[config.mk]
export PLATFORM = sky130hd
export DESIGN_NAME = ctrlSubsystem
export DESIGN_NICKNAME = d
export VERILOG_FILES = /design/src/design/ctrlRegPkg.sv /design/src/design/writePipe.sv /design/src/design/trapSequencer.sv /design/src/design/ctrlRegFile.sv /design/src/design/ctrlSubsystem.sv
export VERILOG_INCLUDE_DIRS = /design/src /design/src/design
export SDC_FILE = /design/constraint.sdc
export NUM_CORES = 2
export LEC_CHECK = 0
export BUFFER_PORTS_ARGS = -buffer_cell sky130_fd_sc_hd__buf_4
export CORE_MARGIN = 3
export CORE_UTILIZATION = 25
export CTS_CLUSTER_DIAMETER = 30
export DETAILED_ROUTE_END_ITERATION = 10
export PLACE_DENSITY = 0.51
export SKIP_CTS_REPAIR_TIMING = 1
export SYNTH_ARGS = -nofsm -noshare
export SYNTH_HDL_FRONTEND = slang
export SYNTH_HIERARCHICAL = 1
export SYNTH_SLANG_ARGS = --single-unit
[constraint.sdc]
create_clock -name clock -period 6.63 [get_ports clock]
set_input_delay 0 -clock clock [delete_from_list [all_inputs] [get_ports clock]]
set_output_delay 0 -clock clock [all_outputs]
set_load 0.005 [all_outputs]
[src/design/ctrlReg_defines.svh]
`ifndef CTRLREG_DEFINES_SVH
`define CTRLREG_DEFINES_SVH

// register id width
`define CR_ID_WIDTH 5
// full data word
`define CR_WORD_WIDTH 64
// address registers hold the low part of a word
`define CR_ADDR_WIDTH 48
// fp status rides in the top of gbr
`define CR_FPSR_WIDTH 16

// sr bit positions
`define CR_SR_MODE_BIT 30
`define CR_SR_TRAP_BIT 28

// pc step per advancing cycle
`define CR_PC_STEP 4

`endif

[src/design/ctrlRegPkg.sv]
`include "ctrlReg_defines.svh"

package ctrlRegPkg;

	typedef logic [`CR_ID_WIDTH-1:0] crId;
	typedef logic [`CR_WORD_WIDTH-1:0] crWord;
	typedef logic [`CR_ADDR_WIDTH-1:0] crAddr;
	typedef logic [`CR_FPSR_WIDTH-1:0] fpsrWord;

	// control register ids
	localparam crId CR_PC = 5'd0;
	localparam crId CR_LR = 5'd1;
	localparam crId CR_SR = 5'd2;
	localparam crId CR_EXSR = 5'd3;
	localparam crId CR_SPC = 5'd4;
	localparam crId CR_SSP = 5'd5;
	localparam crId CR_VBR = 5'd6;
	localparam crId CR_GBR = 5'd7;
	localparam crId CR_TBR = 5'd8;
	localparam crId CR_TEA = 5'd9;
	localparam crId CR_MMCR = 5'd10;
	localparam crId CR_KRR = 5'd11;
	// immediate source, reads zero, never forwarded
	localparam crId CR_IMM = 5'd30;
	// null destination, no write
	localparam crId CR_ZZR = 5'd31;

	// pending write in an execute stage
	typedef struct packed {
		crId id;
		crWord value;
	} crWrite;

	// next values from the trap sequencer
	typedef struct packed {
		crAddr pc;
		crAddr spc;
		crAddr ssp;
		crWord lr;
		crWord sr;
		crWord exsr;
		crWord tea;
		fpsrWord fpsr;
	} crLive;

	// committed register contents
	typedef struct packed {
		crAddr pc;
		crAddr spc;
		crAddr ssp;
		crAddr vbr;
		crAddr gbr;
		crAddr tbr;
		crWord lr;
		crWord sr;
		crWord exsr;
		crWord tea;
		crWord mmcr;
		crWord krr;
		fpsrWord fpsr;
	} crView;

	typedef enum logic {
		trapIdle,
		trapActive
	} trapState;

endpackage

[src/design/writePipe.sv]
module writePipe (
	input logic clock,
	input logic reset,
	input logic hold,
	input ctrlRegPkg::crWrite issue,
	input logic ex1Flush,
	input logic ex2Flush,
	input logic ex3Flush,
	output ctrlRegPkg::crWrite stage1,
	output ctrlRegPkg::crWrite stage2,
	output ctrlRegPkg::crWrite stage3
);

	// pending writes for ex1, ex2, ex3
	ctrlRegPkg::crWrite stage1Reg;
	ctrlRegPkg::crWrite stage2Reg;
	ctrlRegPkg::crWrite stage3Reg;

	always_ff @(posedge clock)
	begin
		if (reset)
		begin
			// empty pipe, every slot is a null write
			stage1Reg <= '{id: ctrlRegPkg::CR_ZZR, value: '0};
			stage2Reg <= '{id: ctrlRegPkg::CR_ZZR, value: '0};
			stage3Reg <= '{id: ctrlRegPkg::CR_ZZR, value: '0};
		end
		else if (!hold)
		begin
			stage1Reg <= issue;
			// ex1 flush kills the write on its way to ex2
			stage2Reg <= stage1Reg;
			if (ex1Flush)
			begin
				stage2Reg.id <= ctrlRegPkg::CR_ZZR;
			end
			// same for ex2 into ex3
			stage3Reg <= stage2Reg;
			if (ex2Flush)
			begin
				stage3Reg.id <= ctrlRegPkg::CR_ZZR;
			end
		end
	end

	// forwarding taps
	assign stage1 = stage1Reg;
	assign stage2 = stage2Reg;

	// ex3 flush kills the commit in place
	always_comb
	begin
		stage3 = stage3Reg;
		if (ex3Flush)
		begin
			stage3.id = ctrlRegPkg::CR_ZZR;
		end
	end

endmodule

[src/design/trapSequencer.sv]
`include "ctrlReg_defines.svh"

module trapSequencer (
	input logic clock,
	input logic reset,
	input logic hold,
	input logic trapRequest,
	input logic returnRequest,
	input ctrlRegPkg::crWord trapCause,
	input ctrlRegPkg::crView view,
	output ctrlRegPkg::crLive live
);

	ctrlRegPkg::trapState state;
	logic trapEnter;
	logic trapReturn;

	// requests only count in the matching state
	assign trapEnter = trapRequest && (state == ctrlRegPkg::trapIdle);
	assign trapReturn = returnRequest && (state == ctrlRegPkg::trapActive);

	always_ff @(posedge clock)
	begin
		if (reset)
		begin
			state <= ctrlRegPkg::trapIdle;
		end
		else if (!hold)
		begin
			// hold freezes the state too
			if (trapEnter)
			begin
				state <= ctrlRegPkg::trapActive;
			end
			else if (trapReturn)
			begin
				state <= ctrlRegPkg::trapIdle;
			end
		end
	end

	always_comb
	begin
		// normal flow, everything carries over
		live.pc = view.pc + ctrlRegPkg::crAddr'(`CR_PC_STEP);
		live.spc = view.spc;
		live.ssp = view.ssp;
		live.lr = view.lr;
		live.sr = view.sr;
		live.exsr = view.exsr;
		live.tea = view.tea;
		live.fpsr = view.fpsr;

		if (trapEnter)
		begin
			// save return point and status
			live.spc = view.pc;
			live.exsr = view.sr;
			// flag the trap in sr
			live.sr = view.sr;
			live.sr[`CR_SR_TRAP_BIT] = 1'b1;
			live.tea = trapCause;
			// vector through vbr
			live.pc = view.vbr;
		end
		else if (trapReturn)
		begin
			// back to the saved point
			live.pc = view.spc;
			live.sr = view.exsr;
		end
	end

endmodule

[src/design/ctrlRegFile.sv]
`include "ctrlReg_defines.svh"

module ctrlRegFile (
	input logic clock,
	input logic reset,
	input logic hold,
	input ctrlRegPkg::crWrite stage1,
	input ctrlRegPkg::crWrite stage2,
	input ctrlRegPkg::crWrite stage3,
	input ctrlRegPkg::crLive live,
	input ctrlRegPkg::crId readId,
	output ctrlRegPkg::crWord readValue,
	output ctrlRegPkg::crView view
);

	// sr after reset, supervisor only
	localparam ctrlRegPkg::crWord srResetValue =
		ctrlRegPkg::crWord'(1) << `CR_SR_MODE_BIT;

	ctrlRegPkg::crView viewReg;

	// commit slot, already cleared by an ex3 flush
	ctrlRegPkg::crId commitId;
	ctrlRegPkg::crWord commitValue;
	ctrlRegPkg::crAddr commitAddr;
	ctrlRegPkg::fpsrWord commitHigh;

	// stored value for the read port
	ctrlRegPkg::crWord storedValue;
	logic forwardable;

	function automatic ctrlRegPkg::crWord zeroExtend(input ctrlRegPkg::crAddr addr);
		return ctrlRegPkg::crWord'(addr);
	endfunction

	assign commitId = stage3.id;
	assign commitValue = stage3.value;
	// address registers keep the low part
	assign commitAddr = stage3.value[`CR_ADDR_WIDTH-1:0];
	// top bits of a gbr write go to fpsr
	assign commitHigh = stage3.value[`CR_WORD_WIDTH-1:`CR_ADDR_WIDTH];

	always_ff @(posedge clock)
	begin
		if (reset)
		begin
			viewReg <= '0;
			viewReg.sr <= srResetValue;
		end
		else if (!hold)
		begin
			// pc only follows the sequencer
			viewReg.pc <= live.pc;

			// live-updated, a commit wins
			viewReg.sr <= (commitId == ctrlRegPkg::CR_SR) ? commitValue : live.sr;
			viewReg.exsr <= (commitId == ctrlRegPkg::CR_EXSR) ? commitValue : live.exsr;
			viewReg.lr <= (commitId == ctrlRegPkg::CR_LR) ? commitValue : live.lr;
			viewReg.tea <= (commitId == ctrlRegPkg::CR_TEA) ? commitValue : live.tea;
			viewReg.spc <= (commitId == ctrlRegPkg::CR_SPC) ? commitAddr : live.spc;
			viewReg.ssp <= (commitId == ctrlRegPkg::CR_SSP) ? commitAddr : live.ssp;

			// written only by commit
			if (commitId == ctrlRegPkg::CR_VBR)
			begin
				viewReg.vbr <= commitAddr;
			end
			if (commitId == ctrlRegPkg::CR_TBR)
			begin
				viewReg.tbr <= commitAddr;
			end
			if (commitId == ctrlRegPkg::CR_MMCR)
			begin
				viewReg.mmcr <= commitValue;
			end
			if (commitId == ctrlRegPkg::CR_KRR)
			begin
				viewReg.krr <= commitValue;
			end

			// gbr write also sets fpsr
			if (commitId == ctrlRegPkg::CR_GBR)
			begin
				viewReg.gbr <= commitAddr;
				viewReg.fpsr <= commitHigh;
			end
			else
			begin
				viewReg.fpsr <= live.fpsr;
			end
		end
	end

	assign view = viewReg;

	always_comb
	begin
		forwardable = 1'b1;
		case (readId)
			ctrlRegPkg::CR_PC: storedValue = zeroExtend(viewReg.pc);
			ctrlRegPkg::CR_LR: storedValue = viewReg.lr;
			ctrlRegPkg::CR_SR: storedValue = viewReg.sr;
			ctrlRegPkg::CR_EXSR: storedValue = viewReg.exsr;
			ctrlRegPkg::CR_SPC: storedValue = zeroExtend(viewReg.spc);
			ctrlRegPkg::CR_SSP: storedValue = zeroExtend(viewReg.ssp);
			ctrlRegPkg::CR_VBR: storedValue = zeroExtend(viewReg.vbr);
			// fpsr sits above gbr
			ctrlRegPkg::CR_GBR: storedValue = {viewReg.fpsr, viewReg.gbr};
			ctrlRegPkg::CR_TBR: storedValue = zeroExtend(viewReg.tbr);
			ctrlRegPkg::CR_TEA: storedValue = viewReg.tea;
			ctrlRegPkg::CR_MMCR: storedValue = viewReg.mmcr;
			ctrlRegPkg::CR_KRR: storedValue = viewReg.krr;
			default:
			begin
				// imm, zzr and unused ids read zero
				storedValue = '0;
				forwardable = 1'b0;
			end
		endcase

		// newest pending write wins, raw value
		readValue = storedValue;
		if (forwardable)
		begin
			if (stage3.id == readId)
			begin
				readValue = stage3.value;
			end
			if (stage2.id == readId)
			begin
				readValue = stage2.value;
			end
			if (stage1.id == readId)
			begin
				readValue = stage1.value;
			end
		end
	end

endmodule

[src/design/ctrlSubsystem.sv]
module ctrlSubsystem (
	input logic clock,
	input logic reset,
	input logic hold,
	input ctrlRegPkg::crWrite issue,
	input logic ex1Flush,
	input logic ex2Flush,
	input logic ex3Flush,
	input logic trapRequest,
	input ctrlRegPkg::crWord trapCause,
	input logic returnRequest,
	input ctrlRegPkg::crId readId,
	output ctrlRegPkg::crWord readValue,
	output ctrlRegPkg::crView view
);

	// execute stage taps
	ctrlRegPkg::crWrite stage1;
	ctrlRegPkg::crWrite stage2;
	ctrlRegPkg::crWrite stage3;
	// sequencer next values
	ctrlRegPkg::crLive live;

	writePipe u_writePipe (
		.clock, .reset, .hold,
		.issue,
		.ex1Flush, .ex2Flush, .ex3Flush,
		.stage1, .stage2, .stage3
	);

	trapSequencer u_trapSequencer (
		.clock, .reset, .hold,
		.trapRequest, .returnRequest, .trapCause,
		.view,
		.live
	);

	ctrlRegFile u_ctrlRegFile (
		.clock, .reset, .hold,
		.stage1, .stage2, .stage3,
		.live,
		.readId, .readValue,
		.view
	);

endmodule

* Word-level counts from Yosys, hierarchy flattened *
Index checks and enable logic that the tools add are counted.

operators by class
  multiplexer cells = 21
  equal/unequal tests = 26
  $add $sub $neg = 1
  bitwise gates (word level) = 2
  reduce and logical (&&, ||, !) cells = 23

operator list
  operator                                                                  count
  64-bit case mux with 12 select lines                                      1
  64-bit two-way mux                                                        9
  48-bit two-way mux                                                        4
  128-bit two-way mux                                                       1
  48-bit by 3-bit adder with 48-bit output (second input constant)          1
  5-bit by 3-bit equality test with 1-bit output (second input constant)    8
  5-bit by 4-bit equality test with 1-bit output (second input constant)    8
  2-bit AND reduction                                                       12
  5-bit by 2-bit equality test with 1-bit output (second input constant)    4
  5-bit equality test                                                       3
  5-bit two-way mux                                                         3
  12-bit OR reduction                                                       1
  5-bit by 1-bit equality test with 1-bit output (second input constant)    2
  2-bit nonzero test                                                        5
  5-bit logical NOT                                                         1
  1-bit two-way mux                                                         3
  3-bit AND reduction                                                       1
  3-bit nonzero test                                                        1
  1-bit logical AND                                                         2
  2-bit by 1-bit inequality test with 1-bit output (second input constant)  1
  1-bit inverter                                                            2

storage, ports and cells
  input port bits = 146
  logic and storage cells = 94
  register bits after elaboration = 896
  output and inout port bits = 752

* Logic depth before layout (Yosys ltp) *
  depth after elaboration = 6
  mapped depth = 11
  gate-level depth less buffers = 8

* By module *
The synthesis kept the hierarchy.

by module, submodules not included
  module         seq. area each (sq um)  area an instance (sq um)  instances  cells an instance
  ctrlRegFile    13773.2                 33405.8                   1          4514
  writePipe      4144.0                  8045.2                    1          740
  trapSequencer  20.0                    5605.4                    1          1156

* Least setup slack after synthesis *
Ideal clock, no wire load.

  path kind = register -> register
  from = reg u_writePipe/stage3Reg[68] (netlist bit)
  to = reg u_ctrlRegFile.viewReg, in the netlist u_ctrlRegFile/view[619]
  setup time = 128 ps
  stages on the path, launching flop included = 10
  arrival time = 2117 ps
  clock period less this slack = 2244 ps
  buffers on the path = 2
  slack = 4386 ps
  required time = 6502 ps
  path through = dfxtp_1 or2_2 or3b_2 or3_1 buf_2 clkbuf_1 nand2_1 a21oi_1 a21oi_1 nor2_1

RTL lines
  what                    RTL line           RTL
  from (decl)             writePipe.sv:17    ctrlRegPkg::crWrite stage3Reg;
  from (signal assigned)  writePipe.sv:26    stage3Reg <= '{id: ctrlRegPkg::CR_ZZR, value: '0};
  from (signal assigned)  writePipe.sv:38    stage3Reg <= stage2Reg;
  to (decl)               ctrlRegFile.sv:20  ctrlRegPkg::crView viewReg;

* Worst setup path after layout *
  from = reg u_writePipe.stage1Reg, in the netlist u_writePipe/stage1[67]
  to = out readValue[45]

between the ends
  word-level cells in the longest chain between the ends = 3

ends and longest elaborated chain
  what                    RTL line             RTL
  from (decl)             writePipe.sv:15      ctrlRegPkg::crWrite stage1Reg;
  from (signal assigned)  writePipe.sv:24      stage1Reg <= '{id: ctrlRegPkg::CR_ZZR, value: '0};
  from (signal assigned)  writePipe.sv:30      stage1Reg <= issue;
  5-bit equality test     ctrlRegFile.sv:133   if (stage1.id == readId)
  64-bit two-way mux      ctrlRegFile.sv:133
  64-bit two-way mux      ctrlRegFile.sv:123   if (forwardable)
  to (decl)               ctrlSubsystem.sv:13  output ctrlRegPkg::crWord readValue,

Every way passes these cells.

==> flow_summary.ini <==
[synthesis]
syn-cell-area_um2 = 47100
syn_nets = 6557
yosysUniqueCellTypes = 68
yosysTopAreaCell = dfxtp_1
synth-seq-area-share_pct = 38.1
synth_top_area_share_pct = 38.1
yosysMostFrequentCell = nand2_1
synth-seq-cells = 896
syn_avg_cell_area_um2 = 7.34
synth_area_leaders = dfxtp_1 38%, nand2_1 12%, mux2i_1 9.7%
synthArstFlopShare_pct = 0
syn_inst = 6410
synth.top_cells.by_count = 1527 x nand2_1, 896 x dfxtp_1, 892 x nor2_1
yosys_warnings = 6
synth_edf_count = 0
synthFlopType = dfxtp_1

[clocking]
clk_pin_slew_ps = 40
clock_sinks = 896
cts_buffers = 298
cts_tree = done
htree_levels = 5
cts_buffer_depth = 4
clock_latency_ps = 910
root_buffer = clkbuf_16

[route]
drt_wl_total_mm = 273
vias_per_cell = 5.32
vias = 52400
firstDrtPassIters = 11
postRouteAntennaNets = 0
drt_iter0_markers = 6485
drc = 1
routedWlPerCell_um = 27.7

[final_layout]
final-seq-area_um2 = 17900
final_area_um2 = 65800
finalNetCount = 7276
area_growth_syn_to_layout_pct = 39.9
multi_input_area_um2 = 25200
drive_gt1_share_pct = 20.9
nFillCells = 19400

[power_and_ir_drop]
p_leak_nw = 27.9
ir_drop_mv = 0.182
p_per_area_nw_per_um2 = 309

[die]
rows = 158
start_util_pct = 25.3
core_area_um2 = 186000
dieArea_um2 = 193000
fp.dieH_um = 440
ios = 898
die_width_um = 440

[timing]
finalSetupTns_ps = 0
rsz0062_at_grt = no
fin_hold_ws_ps = 40.0
max_slew_margin_pct = 18.4
report.final.hold_viol_count = 0
setup_viol = 0
fin_skew_ps = 79.4
period_minus_slack_ps = 4440
fmax_mhz = 225
layout_worst_path_cycle_share_pct = 67.0
slew_violations = 0
worstMarginPinSlew_ps = 1220

[setup_path]
arrival_ps = 4440
cpMostUsedCell = buf_4
slowest_stage = buf_4
rrSetupSlack_ps = 3020
slowest_delay_ps = 730
startpoint_type = flop
cp_max_fo = 45
setup.worst_path.end_class = primary output
timing.critical_path.from = u_writePipe/stage1[67]
critPathKind = flop to primary output
timing.rr.start = u_writePipe/stage3Reg[65]
path_cells = xor2_1 -> nor3_1 -> and3_4 -> or3_4 -> buf_4 -> nor2_1 -> nor4_1 -> buf_4
required_ps = 6630

[placed_design]
hpwl_mm = 177
place_area_um2 = 53900
port-buffer-count = 897
place_congestion = 0.894

[global_route]
grt_pass1_wl_mm = 372
grt_start_max_net_pins = 202
antenna_found_initial = 5
grt_overflow = 0
grt_pass1_vias = 47800
grt_use_total_pct = 26.5

[min_path]
min_from = issue[64]
hold_class = input pin to flop

[job]
drv_cap = 0

[run_status]
violations = design-rule violations
status = complete, but fails checks
[final timing paths]
kind,to,cells after the start
hold / removal,u_writePipe/stage1[64],4
setup / recovery,readValue[45],8
hold reg to reg,u_ctrlRegFile/view[134],2
setup reg to reg,u_ctrlRegFile/view[183],8
[cells in the final DEF (no fill, tap or decap), types with 75 or more instances in the layout]
master	n
nand2_1	1522
buf_4	969
dfxtp_1	896
nor2_1	885
a21oi_1	820
mux2i_1	456
clkbuf_16	303
a22oi_1	234
dlygate4sd3_1	217
nand3_1	152
a222oi_1	82
o21ai_0	77
nor3_1	75
[registers in the layout, summed over array words and instances (netlist names)]
signal / cells
u_writePipe/stage2: 69
u_writePipe/stage3: 64
u_writePipe/stage1: 69
u_trapSequencer/state: 1
u_ctrlRegFile/view: 688
u_writePipe/stage3Reg: 5
[kinds of logic (layout without fill, tap and decap cells)]
logic type      after synthesis  after routing  share of synthesized area [%]
flops                       896            896                           38.1
xor+xnor                     57             57                           1.06
mux                         465            465                           9.92
other cells                   0              7                              0
compound gates             1313           1313                           16.6
simple gates               2889           2889                           25.5
buf+inv                     789           1727                           8.87
fa+ha+maj                     1              1                         0.0266
[routing by layer]
layer | wire (µm) | global-route usage [%] | vias up | share of wire, %
li1 | - | - | 23300 | -
met1 | 105000 | 32.1 | 25200 | 38
met2 | 121000 | 41.1 | 3085 | 44
met3 | 25300 | 6.52 | 778 | 9.3
met4 | 21900 | 18.4 | 0 | 8.0
met5 | 0 | 0 | - | 0
[worst max-delay path: cells and delay by family (launching register included)]
| kind | cells | cell delay, ps |
|---|---|---|
| and+or+nand+nor | 5 | 2080 |
| buffers and inverters | 2 | 950 |
| DFF | 1 | 320 |
| xor gates and xnor gates | 1 | 140 |
[where the power goes]
group	internal [mW]	switching (mW)
clock network	9.73	3.97
registers	5.48	0.102
logic	0.360	0.662
[cell type report]
cell class	count	share of cell area, %
flip-flops and latches	896	27.3
inverters	7	0.0399
multi-input cells	4725	38.3
clock buffers	413	13.0
clock inverters	106	1.84
well taps	2480	4.71
diodes	7	0.0266
repair buffers	1201	14.8
[stage by stage]
stage	setup slack [ps]	power (mW)	util (%)	cells
final	2190	20.3	35.3	9835
after CTS	2170	20.3	34.2	9611
after global routing	1970	20.8	35.3	9831
after floorplan	4390	6.17	-	6410
after detailed placement	3070	6.57	28.9	9092
after global placement	3090	6.56	28.9	9092
Note: power is estimated with default switching activity, not from simulation.
